File: src/rvCtrlPkg.sv
package rvCtrlPkg;

    // NOP squashes the instruction after a taken transfer.
    typedef enum logic {
        NORMAL = 1'b0,
        NOP    = 1'b1
    } seqStateT;

    typedef enum logic [3:0] {
        ADD,
        SUB,
        SLL,
        SLT,
        SLTU,
        XOR,
        SRL,
        SRA,
        OR,
        AND,
        PASSB,
        PCADD
    } aluOpT;

    typedef enum logic [1:0] {
        IDLE = 2'b00,
        BYTE = 2'b01,
        HALF = 2'b10,
        WORD = 2'b11
    } memSizeT;

endpackage

File: src/rvIsaPkg.sv
package rvIsaPkg;

    typedef logic [31:0] xlenT;
    typedef logic [4:0]  regIdxT;
    typedef logic [6:0]  opcodeT;
    typedef logic [2:0]  funct3T;
    typedef logic [11:0] csrAddrT;

    // Major opcodes.
    localparam opcodeT LUI    = 7'b0110111;
    localparam opcodeT AUIPC  = 7'b0010111;
    localparam opcodeT JAL    = 7'b1101111;
    localparam opcodeT JALR   = 7'b1100111;
    localparam opcodeT BRANCH = 7'b1100011;
    localparam opcodeT LOAD   = 7'b0000011;
    localparam opcodeT STORE  = 7'b0100011;
    localparam opcodeT OP_IMM = 7'b0010011;
    localparam opcodeT OP     = 7'b0110011;
    localparam opcodeT SYSTEM = 7'b1110011;

    // Load and store widths.
    localparam funct3T SB = 3'b000;
    localparam funct3T SH = 3'b001;
    localparam funct3T SW = 3'b010;
    localparam funct3T LW = 3'b010;

    localparam funct3T BEQ  = 3'b000;
    localparam funct3T BNE  = 3'b001;
    localparam funct3T BLT  = 3'b100;
    localparam funct3T BGE  = 3'b101;
    localparam funct3T BLTU = 3'b110;
    localparam funct3T BGEU = 3'b111;

    // Integer op selects; F3_SR covers SRL and SRA.
    localparam funct3T F3_ADD  = 3'b000;
    localparam funct3T F3_SLL  = 3'b001;
    localparam funct3T F3_SLT  = 3'b010;
    localparam funct3T F3_SLTU = 3'b011;
    localparam funct3T F3_XOR  = 3'b100;
    localparam funct3T F3_SR   = 3'b101;
    localparam funct3T F3_OR   = 3'b110;
    localparam funct3T F3_AND  = 3'b111;

    localparam funct3T CSRRW = 3'b001;
    localparam funct3T CSRRS = 3'b010;
    localparam funct3T CSRRC = 3'b011;

    localparam csrAddrT CSR_MSCRATCH = 12'h340;
    localparam csrAddrT CSR_MINSTRET = 12'hB02;

endpackage
File: src/ctrlIf.sv
interface ctrlIf;
    import rvIsaPkg::*;
    import rvCtrlPkg::*;

    logic    branch;
    logic    jump;
    logic    memRead;
    logic    memToReg;
    logic    aluSrc;
    logic    regWrite;
    memSizeT memWrite;
    aluOpT   aluOp;
    logic    csrWe;
    funct3T  csrOp;
    csrAddrT csrAddr;
    xlenT    imm;
    regIdxT  rs1;
    regIdxT  rs2;
    regIdxT  rd;
    funct3T  funct3;

    modport dec (
        output branch, jump, memRead, memToReg, aluSrc, regWrite, memWrite, aluOp,
        output csrWe, csrOp, csrAddr, imm, rs1, rs2, rd, funct3
    );

    modport user (
        input branch, jump, memRead, memToReg, aluSrc, regWrite, memWrite, aluOp,
        input csrWe, csrOp, csrAddr, imm, rs1, rs2, rd, funct3
    );

endinterface

File: src/rvCore.sv
module rvCore (
    input  logic                clk,
    input  logic                arstN,
    input  rvIsaPkg::xlenT      instr,
    input  logic                instrValid,
    output rvIsaPkg::xlenT      memAddr,
    output rvIsaPkg::xlenT      memWdata,
    output logic                memRead,
    output rvCtrlPkg::memSizeT  memWrite,
    input  rvIsaPkg::xlenT      memRdata,
    output rvIsaPkg::xlenT      pc,
    output logic                retValid,
    output rvIsaPkg::regIdxT    retRd,
    output rvIsaPkg::xlenT      retData
);
    import rvIsaPkg::*;
    import rvCtrlPkg::*;

    ctrlIf ctrl();

    seqStateT state;
    xlenT     rs1Data;
    xlenT     rs2Data;
    xlenT     aluResult;
    xlenT     target;
    xlenT     csrRdata;
    xlenT     wbData;
    logic     taken;

    instrDecoder uDecoder (.state(state), .instr(instr), .ctrl(ctrl));

    regFile uRegFile (
        .clk(clk), .arstN(arstN), .instrValid(instrValid), .ctrl(ctrl),
        .wbData(wbData), .rs1Data(rs1Data), .rs2Data(rs2Data)
    );

    aluUnit uAlu (
        .ctrl(ctrl), .pc(pc), .rs1Data(rs1Data), .rs2Data(rs2Data),
        .result(aluResult), .target(target), .taken(taken)
    );

    csrFile uCsr (
        .clk(clk), .arstN(arstN), .instrValid(instrValid), .ctrl(ctrl),
        .rs1Data(rs1Data), .squash(state == NOP), .csrRdata(csrRdata)
    );

    pcSequencer uSeq (
        .clk(clk), .arstN(arstN), .instrValid(instrValid), .taken(taken),
        .target(target), .pc(pc), .state(state)
    );

    always_comb begin
        if (ctrl.memToReg) wbData = memRdata;
        else if (ctrl.jump) wbData = pc + 32'd4;
        else if (ctrl.csrWe) wbData = csrRdata;
        else wbData = aluResult;
    end

    // Memory strobes only while an instruction is offered.
    assign memAddr  = aluResult;
    assign memWdata = rs2Data;
    assign memRead  = instrValid && ctrl.memRead;
    assign memWrite = instrValid ? ctrl.memWrite : IDLE;

    always_ff @(posedge clk or negedge arstN) begin
        if (!arstN) begin
            retValid <= 1'b0;
        end else begin
            retValid <= instrValid && ctrl.regWrite && ctrl.rd != '0;
        end
    end

    always_ff @(posedge clk) begin
        if (instrValid) begin
            retRd   <= ctrl.rd;
            retData <= wbData;
        end
    end

endmodule

File: src/pcSequencer.sv
module pcSequencer (
    input  logic                clk,
    input  logic                arstN,
    input  logic                instrValid,
    input  logic                taken,
    input  rvIsaPkg::xlenT      target,
    output rvIsaPkg::xlenT      pc,
    output rvCtrlPkg::seqStateT state
);
    import rvIsaPkg::*;
    import rvCtrlPkg::*;

    always_ff @(posedge clk or negedge arstN) begin
        if (!arstN) begin
            pc    <= '0;
            state <= NORMAL;
        end else if (instrValid) begin
            case (state)
                NORMAL: begin
                    if (taken) begin
                        pc    <= target;
                        state <= NOP;
                    end else begin
                        pc <= pc + 32'd4;
                    end
                end
                // Squashed slot leaves pc alone.
                NOP: begin
                    state <= NORMAL;
                end
                default: begin
                    state <= NORMAL;
                end
            endcase
        end
    end

endmodule

File: src/csrFile.sv
module csrFile (
    input  logic           clk,
    input  logic           arstN,
    input  logic           instrValid,
    ctrlIf.user            ctrl,
    input  rvIsaPkg::xlenT rs1Data,
    input  logic           squash,
    output rvIsaPkg::xlenT csrRdata
);
    import rvIsaPkg::*;

    xlenT mscratch;
    xlenT minstret;
    xlenT scratchNext;

    always_comb begin
        case (ctrl.csrAddr)
            CSR_MSCRATCH: csrRdata = mscratch;
            CSR_MINSTRET: csrRdata = minstret;
            default:      csrRdata = '0;
        endcase
    end

    always_comb begin
        case (ctrl.csrOp)
            CSRRW:   scratchNext = rs1Data;
            CSRRS:   scratchNext = mscratch | rs1Data;
            CSRRC:   scratchNext = mscratch & ~rs1Data;
            default: scratchNext = mscratch;
        endcase
    end

    // minstret is read-only, so only mscratch takes writes.
    always_ff @(posedge clk or negedge arstN) begin
        if (!arstN) begin
            mscratch <= '0;
            minstret <= '0;
        end else if (instrValid) begin
            if (!squash) minstret <= minstret + 1'b1;
            if (ctrl.csrWe && ctrl.csrAddr == CSR_MSCRATCH) mscratch <= scratchNext;
        end
    end

endmodule

File: src/aluUnit.sv
module aluUnit (
    ctrlIf.user            ctrl,
    input  rvIsaPkg::xlenT pc,
    input  rvIsaPkg::xlenT rs1Data,
    input  rvIsaPkg::xlenT rs2Data,
    output rvIsaPkg::xlenT result,
    output rvIsaPkg::xlenT target,
    output logic           taken
);
    import rvIsaPkg::*;
    import rvCtrlPkg::*;

    xlenT opB;
    logic condMet;

    assign opB = ctrl.aluSrc ? ctrl.imm : rs2Data;

    always_comb begin
        case (ctrl.aluOp)
            ADD:     result = rs1Data + opB;
            SUB:     result = rs1Data - opB;
            SLL:     result = rs1Data << opB[4:0];
            SLT:     result = {31'b0, $signed(rs1Data) < $signed(opB)};
            SLTU:    result = {31'b0, rs1Data < opB};
            XOR:     result = rs1Data ^ opB;
            SRL:     result = rs1Data >> opB[4:0];
            SRA:     result = $signed(rs1Data) >>> opB[4:0];
            OR:      result = rs1Data | opB;
            AND:     result = rs1Data & opB;
            PASSB:   result = opB;
            PCADD:   result = pc + opB;
            default: result = '0;
        endcase
    end

    always_comb begin
        case (ctrl.funct3)
            BEQ:     condMet = rs1Data == rs2Data;
            BNE:     condMet = rs1Data != rs2Data;
            BLT:     condMet = $signed(rs1Data) < $signed(rs2Data);
            BGE:     condMet = $signed(rs1Data) >= $signed(rs2Data);
            BLTU:    condMet = rs1Data < rs2Data;
            BGEU:    condMet = rs1Data >= rs2Data;
            default: condMet = 1'b0;
        endcase
    end

    assign taken = ctrl.jump || (ctrl.branch && condMet);

    // Jump target comes from the ALU sum, bit 0 dropped for JALR.
    assign target = ctrl.jump ? {result[31:1], 1'b0} : pc + ctrl.imm;

endmodule

File: src/regFile.sv
module regFile (
    input  logic           clk,
    input  logic           arstN,
    input  logic           instrValid,
    ctrlIf.user            ctrl,
    input  rvIsaPkg::xlenT wbData,
    output rvIsaPkg::xlenT rs1Data,
    output rvIsaPkg::xlenT rs2Data
);
    import rvIsaPkg::*;

    // x0 has no storage.
    xlenT regs [1:31];

    always_ff @(posedge clk or negedge arstN) begin
        if (!arstN) begin
            for (int i = 1; i < 32; i++) begin
                regs[i] <= '0;
            end
        end else if (instrValid && ctrl.regWrite && ctrl.rd != '0) begin
            regs[ctrl.rd] <= wbData;
        end
    end

    assign rs1Data = (ctrl.rs1 == '0) ? '0 : regs[ctrl.rs1];
    assign rs2Data = (ctrl.rs2 == '0) ? '0 : regs[ctrl.rs2];

endmodule

File: src/instrDecoder.sv
module instrDecoder (
    input  rvCtrlPkg::seqStateT state,
    input  rvIsaPkg::xlenT      instr,
    ctrlIf.dec                  ctrl
);
    import rvIsaPkg::*;
    import rvCtrlPkg::*;

    opcodeT opcode;
    xlenT   immI;
    xlenT   immS;
    xlenT   immB;
    xlenT   immU;
    xlenT   immJ;
    aluOpT  arithOp;

    assign opcode      = instr[6:0];
    assign ctrl.rd     = instr[11:7];
    assign ctrl.funct3 = instr[14:12];
    assign ctrl.rs1    = instr[19:15];
    assign ctrl.rs2    = instr[24:20];

    assign immI = {{20{instr[31]}}, instr[31:20]};
    assign immS = {{20{instr[31]}}, instr[31:25], instr[11:7]};
    assign immB = {{19{instr[31]}}, instr[31], instr[7], instr[30:25], instr[11:8], 1'b0};
    assign immU = {instr[31:12], 12'b0};
    assign immJ = {{11{instr[31]}}, instr[31], instr[19:12], instr[20], instr[30:21], 1'b0};

    // Bit 30 picks SUB and SRA; immediates have no SUB.
    always_comb begin
        case (ctrl.funct3)
            F3_ADD:  arithOp = (opcode == OP && instr[30]) ? SUB : ADD;
            F3_SLL:  arithOp = SLL;
            F3_SLT:  arithOp = SLT;
            F3_SLTU: arithOp = SLTU;
            F3_XOR:  arithOp = XOR;
            F3_SR:   arithOp = instr[30] ? SRA : SRL;
            F3_OR:   arithOp = OR;
            default: arithOp = AND;
        endcase
    end

    always_comb begin
        ctrl.branch   = 1'b0;
        ctrl.jump     = 1'b0;
        ctrl.memRead  = 1'b0;
        ctrl.memToReg = 1'b0;
        ctrl.aluSrc   = 1'b0;
        ctrl.regWrite = 1'b0;
        ctrl.memWrite = IDLE;
        ctrl.aluOp    = ADD;
        ctrl.csrWe    = 1'b0;
        ctrl.csrOp    = '0;
        ctrl.csrAddr  = '0;
        ctrl.imm      = '0;
        if (state == NORMAL) begin
            case (opcode)
                LUI: begin
                    {ctrl.aluSrc, ctrl.regWrite} = 2'b11;
                    ctrl.aluOp = PASSB;
                    ctrl.imm   = immU;
                end
                AUIPC: begin
                    {ctrl.aluSrc, ctrl.regWrite} = 2'b11;
                    ctrl.aluOp = PCADD;
                    ctrl.imm   = immU;
                end
                // JAL forms pc plus imm in the ALU, JALR forms rs1 plus imm.
                JAL: begin
                    {ctrl.jump, ctrl.aluSrc, ctrl.regWrite} = 3'b111;
                    ctrl.aluOp = PCADD;
                    ctrl.imm   = immJ;
                end
                JALR: begin
                    {ctrl.jump, ctrl.aluSrc, ctrl.regWrite} = 3'b111;
                    ctrl.imm = immI;
                end
                BRANCH: begin
                    ctrl.branch = 1'b1;
                    ctrl.imm    = immB;
                end
                LOAD: begin
                    if (ctrl.funct3 == LW) begin
                        {ctrl.memRead, ctrl.memToReg, ctrl.aluSrc, ctrl.regWrite} = 4'b1111;
                        ctrl.imm = immI;
                    end
                end
                STORE: begin
                    ctrl.aluSrc = 1'b1;
                    ctrl.imm    = immS;
                    case (ctrl.funct3)
                        SB:      ctrl.memWrite = BYTE;
                        SH:      ctrl.memWrite = HALF;
                        SW:      ctrl.memWrite = WORD;
                        default: ctrl.memWrite = IDLE;
                    endcase
                end
                OP_IMM: begin
                    {ctrl.aluSrc, ctrl.regWrite} = 2'b11;
                    ctrl.aluOp = arithOp;
                    ctrl.imm   = immI;
                end
                OP: begin
                    ctrl.regWrite = 1'b1;
                    ctrl.aluOp    = arithOp;
                end
                SYSTEM: begin
                    if (ctrl.funct3 inside {CSRRW, CSRRS, CSRRC}) begin
                        {ctrl.csrWe, ctrl.regWrite} = 2'b11;
                        ctrl.csrOp   = ctrl.funct3;
                        ctrl.csrAddr = instr[31:20];
                    end
                end
                default: ;
            endcase
        end
    end

endmodule

File: config.mk
export PLATFORM = sky130hd
export DESIGN_NAME = rvCore
export DESIGN_NICKNAME = d
export VERILOG_FILES = /design/src/rvCtrlPkg.sv /design/src/rvIsaPkg.sv /design/src/ctrlIf.sv /design/src/rvCore.sv /design/src/pcSequencer.sv /design/src/csrFile.sv /design/src/aluUnit.sv /design/src/regFile.sv /design/src/instrDecoder.sv
export SDC_FILE = /design/constraint.sdc
export NUM_CORES = 2
export LEC_CHECK = 0
export ABC_AREA = 1
export BUFFER_PORTS_ARGS = -buffer_cell sky130_fd_sc_hd__buf_2
export CAP_MARGIN = 10
export CORE_MARGIN = 10
export CORE_UTILIZATION = 30
export DETAILED_ROUTE_END_ITERATION = 10
export PLACE_DENSITY = 0.47
export SYNTH_ARGS = -nofsm -noshare
export SYNTH_HDL_FRONTEND = slang
export SYNTH_HIERARCHICAL = 1
export SYNTH_SLANG_ARGS = --single-unit
File: constraint.sdc
create_clock -name clk -period 4.1 [get_ports clk]
set_input_delay 0.205 -clock clk [delete_from_list [all_inputs] [get_ports clk]]
set_output_delay 0.205 -clock clk [all_outputs]
set_load 0.02 [all_outputs]
# [Word-level counts from Yosys, hierarchy flattened]
# Cells that the tools add are included.
[op_classes] add_sub_neg=6 n_lt_le_gt_ge=10 eq_ne=35 shifts=3 mux=55 n_bitwise=10 reduce_logical=24
[op_table] cell="992-bit bitwise mux" n=1
[op_table] cell="32-bit 2-to-1 mux" n=15
[op_table] cell="32-bit one-hot mux with 12 select lines" n=1
[op_table] cell="32-bit binary-select mux with 5-bit select" n=2
[op_table] cell="32-bit one-hot mux with 6 select lines" n=1
[op_table] cell="32-bit demux with 5-bit select" n=1
[op_table] cell="32-bit less-than comparator" n=4
[op_table] cell="32-bit adder" n=3
[op_table] cell="32-bit one-hot mux with 3 select lines" n=1
[op_table] cell="32-bit bitwise AND" n=2
[op_table] cell="32-bit >= comparator" n=2
[op_table] cell="32-bit bitwise OR" n=2
[op_table] cell="32-bit one-hot mux with 2 select lines" n=1
[op_table] cell="12-bit 2-to-1 mux" n=3
[op_table] cell="32-bit by 1-bit adder with 32-bit output, second input constant" n=1
[op_table] cell="32-bit by 3-bit adder with 32-bit output, second input constant" n=1
[op_table] cell="32-bit equality test" n=1
[op_table] cell="32-bit inequality test" n=1
[op_table] cell="32-bit NOT" n=1
[op_table] cell="32-bit by 5-bit << shifter with 32-bit output" n=1
[op_table] cell="32-bit by 5-bit right shift with 32-bit output" n=1
[op_table] cell="32-bit by 5-bit >>> shifter with 32-bit output" n=1
[op_table] cell="32-bit subtractor" n=1
[op_table] cell="32-bit bitwise XOR" n=1
[op_table] cell="38 further kinds" n=94
[word_totals] register_bits=1127 inputBits=67 out_inout_bits=137 word_cells=181

# [Logic depth before layout (Yosys ltp)]
[logic_depth] depth_word=12 ltp_mapped=41 ltp_nobuf=36

# [By module]
# Netlist, hierarchy kept.
[by_module_without_submodules] module="regFile" n_inst=1 cells_each=8860 area_per_inst_um2=57824.2 seq_area_each_um2=24823.8
[by_module_without_submodules] module="aluUnit" n_inst=1 cells_each=2782 area_per_inst_um2=14333.7 seq_area_each_um2=0.0
[by_module_without_submodules] module="csrFile" n_inst=1 cells_each=561 area_per_inst_um2=3873.7 seq_area_each_um2=1601.5
[by_module_without_submodules] module="rvCore" n_inst=1 cells_each=467 area_per_inst_um2=3081.7 seq_area_each_um2=1136.1
[by_module_without_submodules] module="pcSequencer" n_inst=1 cells_each=352 area_per_inst_um2=2334.7 seq_area_each_um2=825.8
[by_module_without_submodules] module="instrDecoder" n_inst=1 cells_each=304 area_per_inst_um2=1540.2 seq_area_each_um2=0.0

# [Worst setup path before layout]
# No wires, ideal clock.
[synth_timing] path_type="in2reg" start="input instr[20]" end="register uRegFile/regs[352] (netlist name)" setup_time_ps=133 arrival_ps=4740 required_ps=3967 setup_slack_ps=-774 cell_stages=37 path_buffers=7 cell_sequence="buf_4 -> buf_2 -> inv_2 -> clkbuf_1 -> buf_2 -> nand2_1 -> nand3_1 -> nand3_1 -> nand3_1 -> nand2_1 -> nand2_1 -> nand2_1 -> nand2_2 -> nand2_2 -> buf_6 -> buf_8 -> ha_1 -> fa_1 -> inv_1 -> nand2_1 -> o21ai_0 -> nand2_1 -> nand3_1 -> nand2_1 -> nand2_1 -> nand3_1 -> nand3_1 -> nand2_1 -> nand3_1 -> nand3_1 -> nand2_1 -> nand3_1 -> o21ai_0 -> o21ai_0 -> inv_1 -> clkbuf_1 -> o21ai_0"
[synth_via] elab_chain_cells=12 word_cells_on_any_way=32
[synth_lines] item="start: declaration" line="rvCore.sv:4" text="input rvIsaPkg::xlenT instr,"
[synth_lines] item="5-bit NOT with 6-bit output (implied by the code)" line="regFile.sv:26" text="assign rs2Data = (ctrl.rs2 == '0) ? '0 : regs[ctrl.rs2];"
[synth_lines] item="32-bit binary-select mux with 5-bit select" line="regFile.sv:26"
[synth_lines] item="32-bit 2-to-1 mux (implied by the code) (2 in a row)" line="regFile.sv:26"
[synth_lines] item="32-bit 2-to-1 mux *" line="regFile.sv:26"
[synth_lines] item="via memWdata[0]" line="rvCore.sv:7" text="output rvIsaPkg::xlenT memWdata,"
[synth_lines] item="32-bit 2-to-1 mux *" line="aluUnit.sv:16" text="assign opB = ctrl.aluSrc ? ctrl.imm : rs2Data;"
[synth_lines] item="32-bit adder, or another cell as far along" line="aluUnit.sv:31" text="PCADD: result = pc + opB;"
[synth_lines] item="32-bit one-hot mux with 12 select lines *" line="aluUnit.sv:19" text="case (ctrl.aluOp)"
[synth_lines] item="via memAddr[0]" line="rvCore.sv:6" text="output rvIsaPkg::xlenT memAddr,"
[synth_lines] item="32-bit 2-to-1 mux *" line="rvCore.sv:55" text="else if (ctrl.csrWe) wbData = csrRdata;"
[synth_lines] item="32-bit 2-to-1 mux *" line="rvCore.sv:54" text="else if (ctrl.jump) wbData = pc + 32'd4;"
[synth_lines] item="32-bit 2-to-1 mux *" line="rvCore.sv:53" text="if (ctrl.memToReg) wbData = memRdata;"
[synth_lines] item="via wbData[0]" line="rvCore.sv:27" text="xlenT wbData;"
[synth_lines] item="992-bit bitwise mux *" line="regFile.sv:21" text="regs[ctrl.rd] <= wbData;"
[synth_lines] item="end signal: indexed assignment" line="regFile.sv:21"
[synth_lines] item="end: declaration" line="regFile.sv:13" text="xlenT regs [1:31];"
# The timed path passes the listed nets; every way through them passes the cells marked *. The select of a mux whose other input is x is not followed.
# A chain may end at the register's enable or synchronous reset.

# [Worst setup path after layout]
[layout_timing] start="register uSeq.state" end="register uRegFile/regs[188] (netlist name)"
[layout_via] word_cells_on_any_way=40
[layout_lines] item="start: declaration" line="pcSequencer.sv:8" text="output rvCtrlPkg::seqStateT state"
[layout_lines] item="start signal: assignment" line="pcSequencer.sv:16" text="state <= NORMAL;"
[layout_lines] item="start signal: assignment" line="pcSequencer.sv:22" text="state <= NOP;"
[layout_lines] item="start signal: assignment" line="pcSequencer.sv:29" text="state <= NORMAL;"
[layout_lines] item="4-bit 2-to-1 mux *" line="instrDecoder.sv:56" text="if (state == NORMAL) begin"
[layout_lines] item="via ctrl.aluOp[1]" line="ctrlIf.sv:12" text="aluOpT aluOp;"
[layout_lines] item="4-bit equality test, or another cell as far along" line="aluUnit.sv:19"
[layout_lines] item="32-bit one-hot mux with 12 select lines *" line="aluUnit.sv:19"
[layout_lines] item="32-bit 2-to-1 mux *" line="rvCore.sv:55"
[layout_lines] item="32-bit 2-to-1 mux *" line="rvCore.sv:54"
[layout_lines] item="32-bit 2-to-1 mux *" line="rvCore.sv:53"
[layout_lines] item="via wbData[28]" line="rvCore.sv:27"
[layout_lines] item="992-bit bitwise mux *" line="regFile.sv:21"
# The timed path passes the listed nets; every way through them passes the cells marked *.

==> results.yml <==
yosys:
  avgSynthCellArea_um2: 6.23
  synth_top_area_cell: "dfrtp_1"
  synth-async-reset-ratio_pct: 96.7
  synth.distinct_cells: 62
  synthFlopType: "dfrtp_1"
  yosysWarnings: 6
  synth_edf_count: 37
  synth_fp_nets: 13600
  postSynthCellCount: 13300
  yosys_register_bits: 1127
  synth-seq-area-share_pct: 34.2
  yosysTopAreaCellShare_pct: 32.9
  synth_area_mm2: 0.0830
  synth_area_leaders: "dfrtp_1 33%, nand2_1 24%, nand3_1 11%"
pwr:
  vdd_drop_max_mv: 0.319
  power_density_mw_per_mm2: 368
  p_leak_nw: 57.1
worst_setup_path:
  cp.arrival_ns: 5.54
  slowest_delay_ns: 0.52
  critPathSlowestCell: "dfrtp_2"
  critical_path_class: "reg -> reg"
  path_max_fanout: 31
  path_common_cell: "nand2_2"
  cp-end-kind: "flip-flop"
  cp.required_ns: 4.83
  start_kind: "flip-flop"
global_route:
  grt_pass1_vias: 89200
  grt_first_pass_wirelength_um: 651000
  grt.overflow.total: 0
  antenna_found_initial: 29
  grt_max_degree: 127
  track_usage_pct: 29.3
drt:
  drc: 0
  post_drt_via_cell_ratio: 5.15
  antenna_left: 0
  wl_um: 464000
  num_vias: 97000
  drt_iter0_drc: 11500
  wl_per_cell_um: 24.7
  firstDrtPassIters: 7
die:
  rows: 193
  die_y_um: 546
  core_mm2: 0.276
  io_pins: 204
  die_area_mm2: 0.298
  die_w_um: 546
  start_util_pct: 30.1
timing:
  slew_headroom_pct: 34.5
  fin_ws_ns: -0.718
  fin_crit_sh_pct: 118
  timing.fmax_mhz: 208
  drv_slew: 0
  setup_violations: 1087
  worst_pin_slew_ns: 0.982
  rsz0062_at_grt: "yes"
  period_minus_slack_ns: 4.82
  finalHoldViolCount: 0
  holdWs_ns: 0.00138
  finalClockSkew_ns: 0.147
layout:
  n_fill_cell: 29300
  utilization_pct: 41.8
  drive_gt1_share_pct: 24.3
  layout_common_cells: "4,962 x nand2_1, 1,762 x buf_4, 1,615 x nand3_1"
  nets: 15300
  layout_commonest_cell: "nand2_1"
  syn_to_final_growth_pct: 39.0
placed_design:
  gp_congestion: 1.05
  hpwl_um: 341000
  portBuffers: 203
cts:
  cts_sinks: 1127
  htreeDepth: 4
  clockBufferDepth: 4
  clk_pin_slew_worst_paths_ns: 0.06
  cts_buffers: 156
  worstSkewPairLatency_ns: 0.90
  clock_tree.root_cell: "clkbuf_16"
  cts_tree: "done"
status:
  violations: "negative setup slack"
  status: "finished with violations"
min_path:
  hold_path_class: "in -> reg"
run:
  drv_cap: 0
==> path summary, 6_finish.rpt <==
kind | start | endpoint | slack (ns) | cells after the start
max | uSeq/state$_DFFE_PN0P_ | uRegFile/regs[188]$_DFFE_PN0P_ | -0.72 | 32
min | memRdata[12] | retData[12]$_DFFE_PP_ | 0.001 | 4
max reg2reg | uSeq/state$_DFFE_PN0P_ | uRegFile/regs[188]$_DFFE_PN0P_ | -0.72 | 32
min reg2reg | uCsr/minstret[26]$_DFFE_PN0P_ | uCsr/minstret[26]$_DFFE_PN0P_ | 0.47 | 2
max in group asynchronous | arstN | uRegFile/regs[917]$_DFFE_PN0P_ | 2.97 | 4
min in group asynchronous | arstN | uRegFile/regs[337]$_DFFE_PN0P_ | 0.18 | 3
==> metrics by stage <==
step | std cells | TNS, ns | power [mW] | setup WS [ns] | instance area, µm²
4_1_cts | 18800 | -409.80 | 41.4 | -0.554 | 113000
5_1_grt | 18800 | -642.49 | 43.9 | -0.821 | 115000
6_report | 18800 | -500.21 | 42.4 | -0.718 | 115000
3_5_place_dp | 18400 | -1695.18 | 26.1 | -2.18 | 104000
3_3_place_gp | 18400 | -1683.80 | 26.2 | -2.22 | 104000
2_1_floorplan | 13300 | -0.728 | 18.1 | -0.0299 | 83800
==> cells by family (layout without fill, tap and decap cells) <==
kind of cell / count (synthesis) / in the layout / share of synthesized area, %
and+or+nand+nor: 7794 / 7794 / 39.4
buffers and inverters: 2355 / 4132 / 11.5
AOI/OAI and AO/OA: 1794 / 1794 / 11.3
DFF: 1127 / 1127 / 34.2
adders and majority gates: 204 / 204 / 3.10
xor gates and xnor gates: 51 / 51 / 0.538
other: 1 / 16 / 0.00452
==> layer usage <==
metal,routed length [µm],global-route usage [%],part of all wire (%),up-vias
met4,22700,12.3,4.9,6
met5,41,0,0.0088,-
met3,42600,5.83,9.2,713
met2,188000,41.8,40,4415
li1,-,-,-,45600
met1,211000,42.7,45,46300
==> flip-flops by register name, summed over array words and instances (netlist names) <==
signal / cells
retRd: 5
retValid: 1
uSeq/state: 1
uCsr/mscratch: 32
uCsr/minstret: 32
retData: 32
uSeq/pc: 32
uRegFile/regs: 992
==> worst max-delay path, delay by kind of cell (launching register included) <==
kind / cells / cell delay, ns
flops: 1 / 0.52
simple gates: 15 / 1.50
compound gates: 6 / 0.86
fa+ha+maj: 1 / 0.24
buf+inv: 10 / 1.51
==> power breakdown <==
part | leakage (nW) | switching (mW) | internal (mW)
clock network | 2.49 | 5.66 | 8.26
registers | 15.4 | 0.464 | 11.7
logic | 39.2 | 10.4 | 5.96
total | 57.1 | 16.5 | 25.9
==> cell usage after synthesis, types with 30 or more instances <==
cell and count:
nand2_1 5236, nand3_1 1745, inv_1 1463, o21ai_0 1200
dfrtp_1 1090, nor2_1 458, clkbuf_1 385, a21oi_1 369
buf_2 288, ha_1 201, nand4_1 87, o21ai_1 75
buf_1 67, clkbuf_2 60, nand2_2 55, nor3_1 46
xor2_1 40, edfxtp_1 37, buf_4 36, or2_2 35
nand3_2 30
==> layout make-up <==
cell class | count | area (µm²) | area share (%)
inverters | 1502 | 5820 | 5.04
flip-flops and latches | 1127 | 28400 | 24.6
clock buffers | 221 | 4580 | 3.97
repair buffers | 2360 | 21700 | 18.8
well taps | 3705 | 4640 | 4.02
clock inverters | 49 | 512 | 0.443
diodes | 15 | 37.5 | 0.0325
multi-input cells | 9844 | 49800 | 43.1
==> timing repair <==
action / in CTS / in global routing
hold endpoints to repair: 887 / 1
cloned: 5 / 14
pin swaps: 218 / 90
gates resized for setup: 989 / 424
setup buffers: 89 / 48
setup endpoints to repair: 1089 / 1089
hold buffers: 19 / 1
No activity file was read; power rests on OpenSTA's default activity.
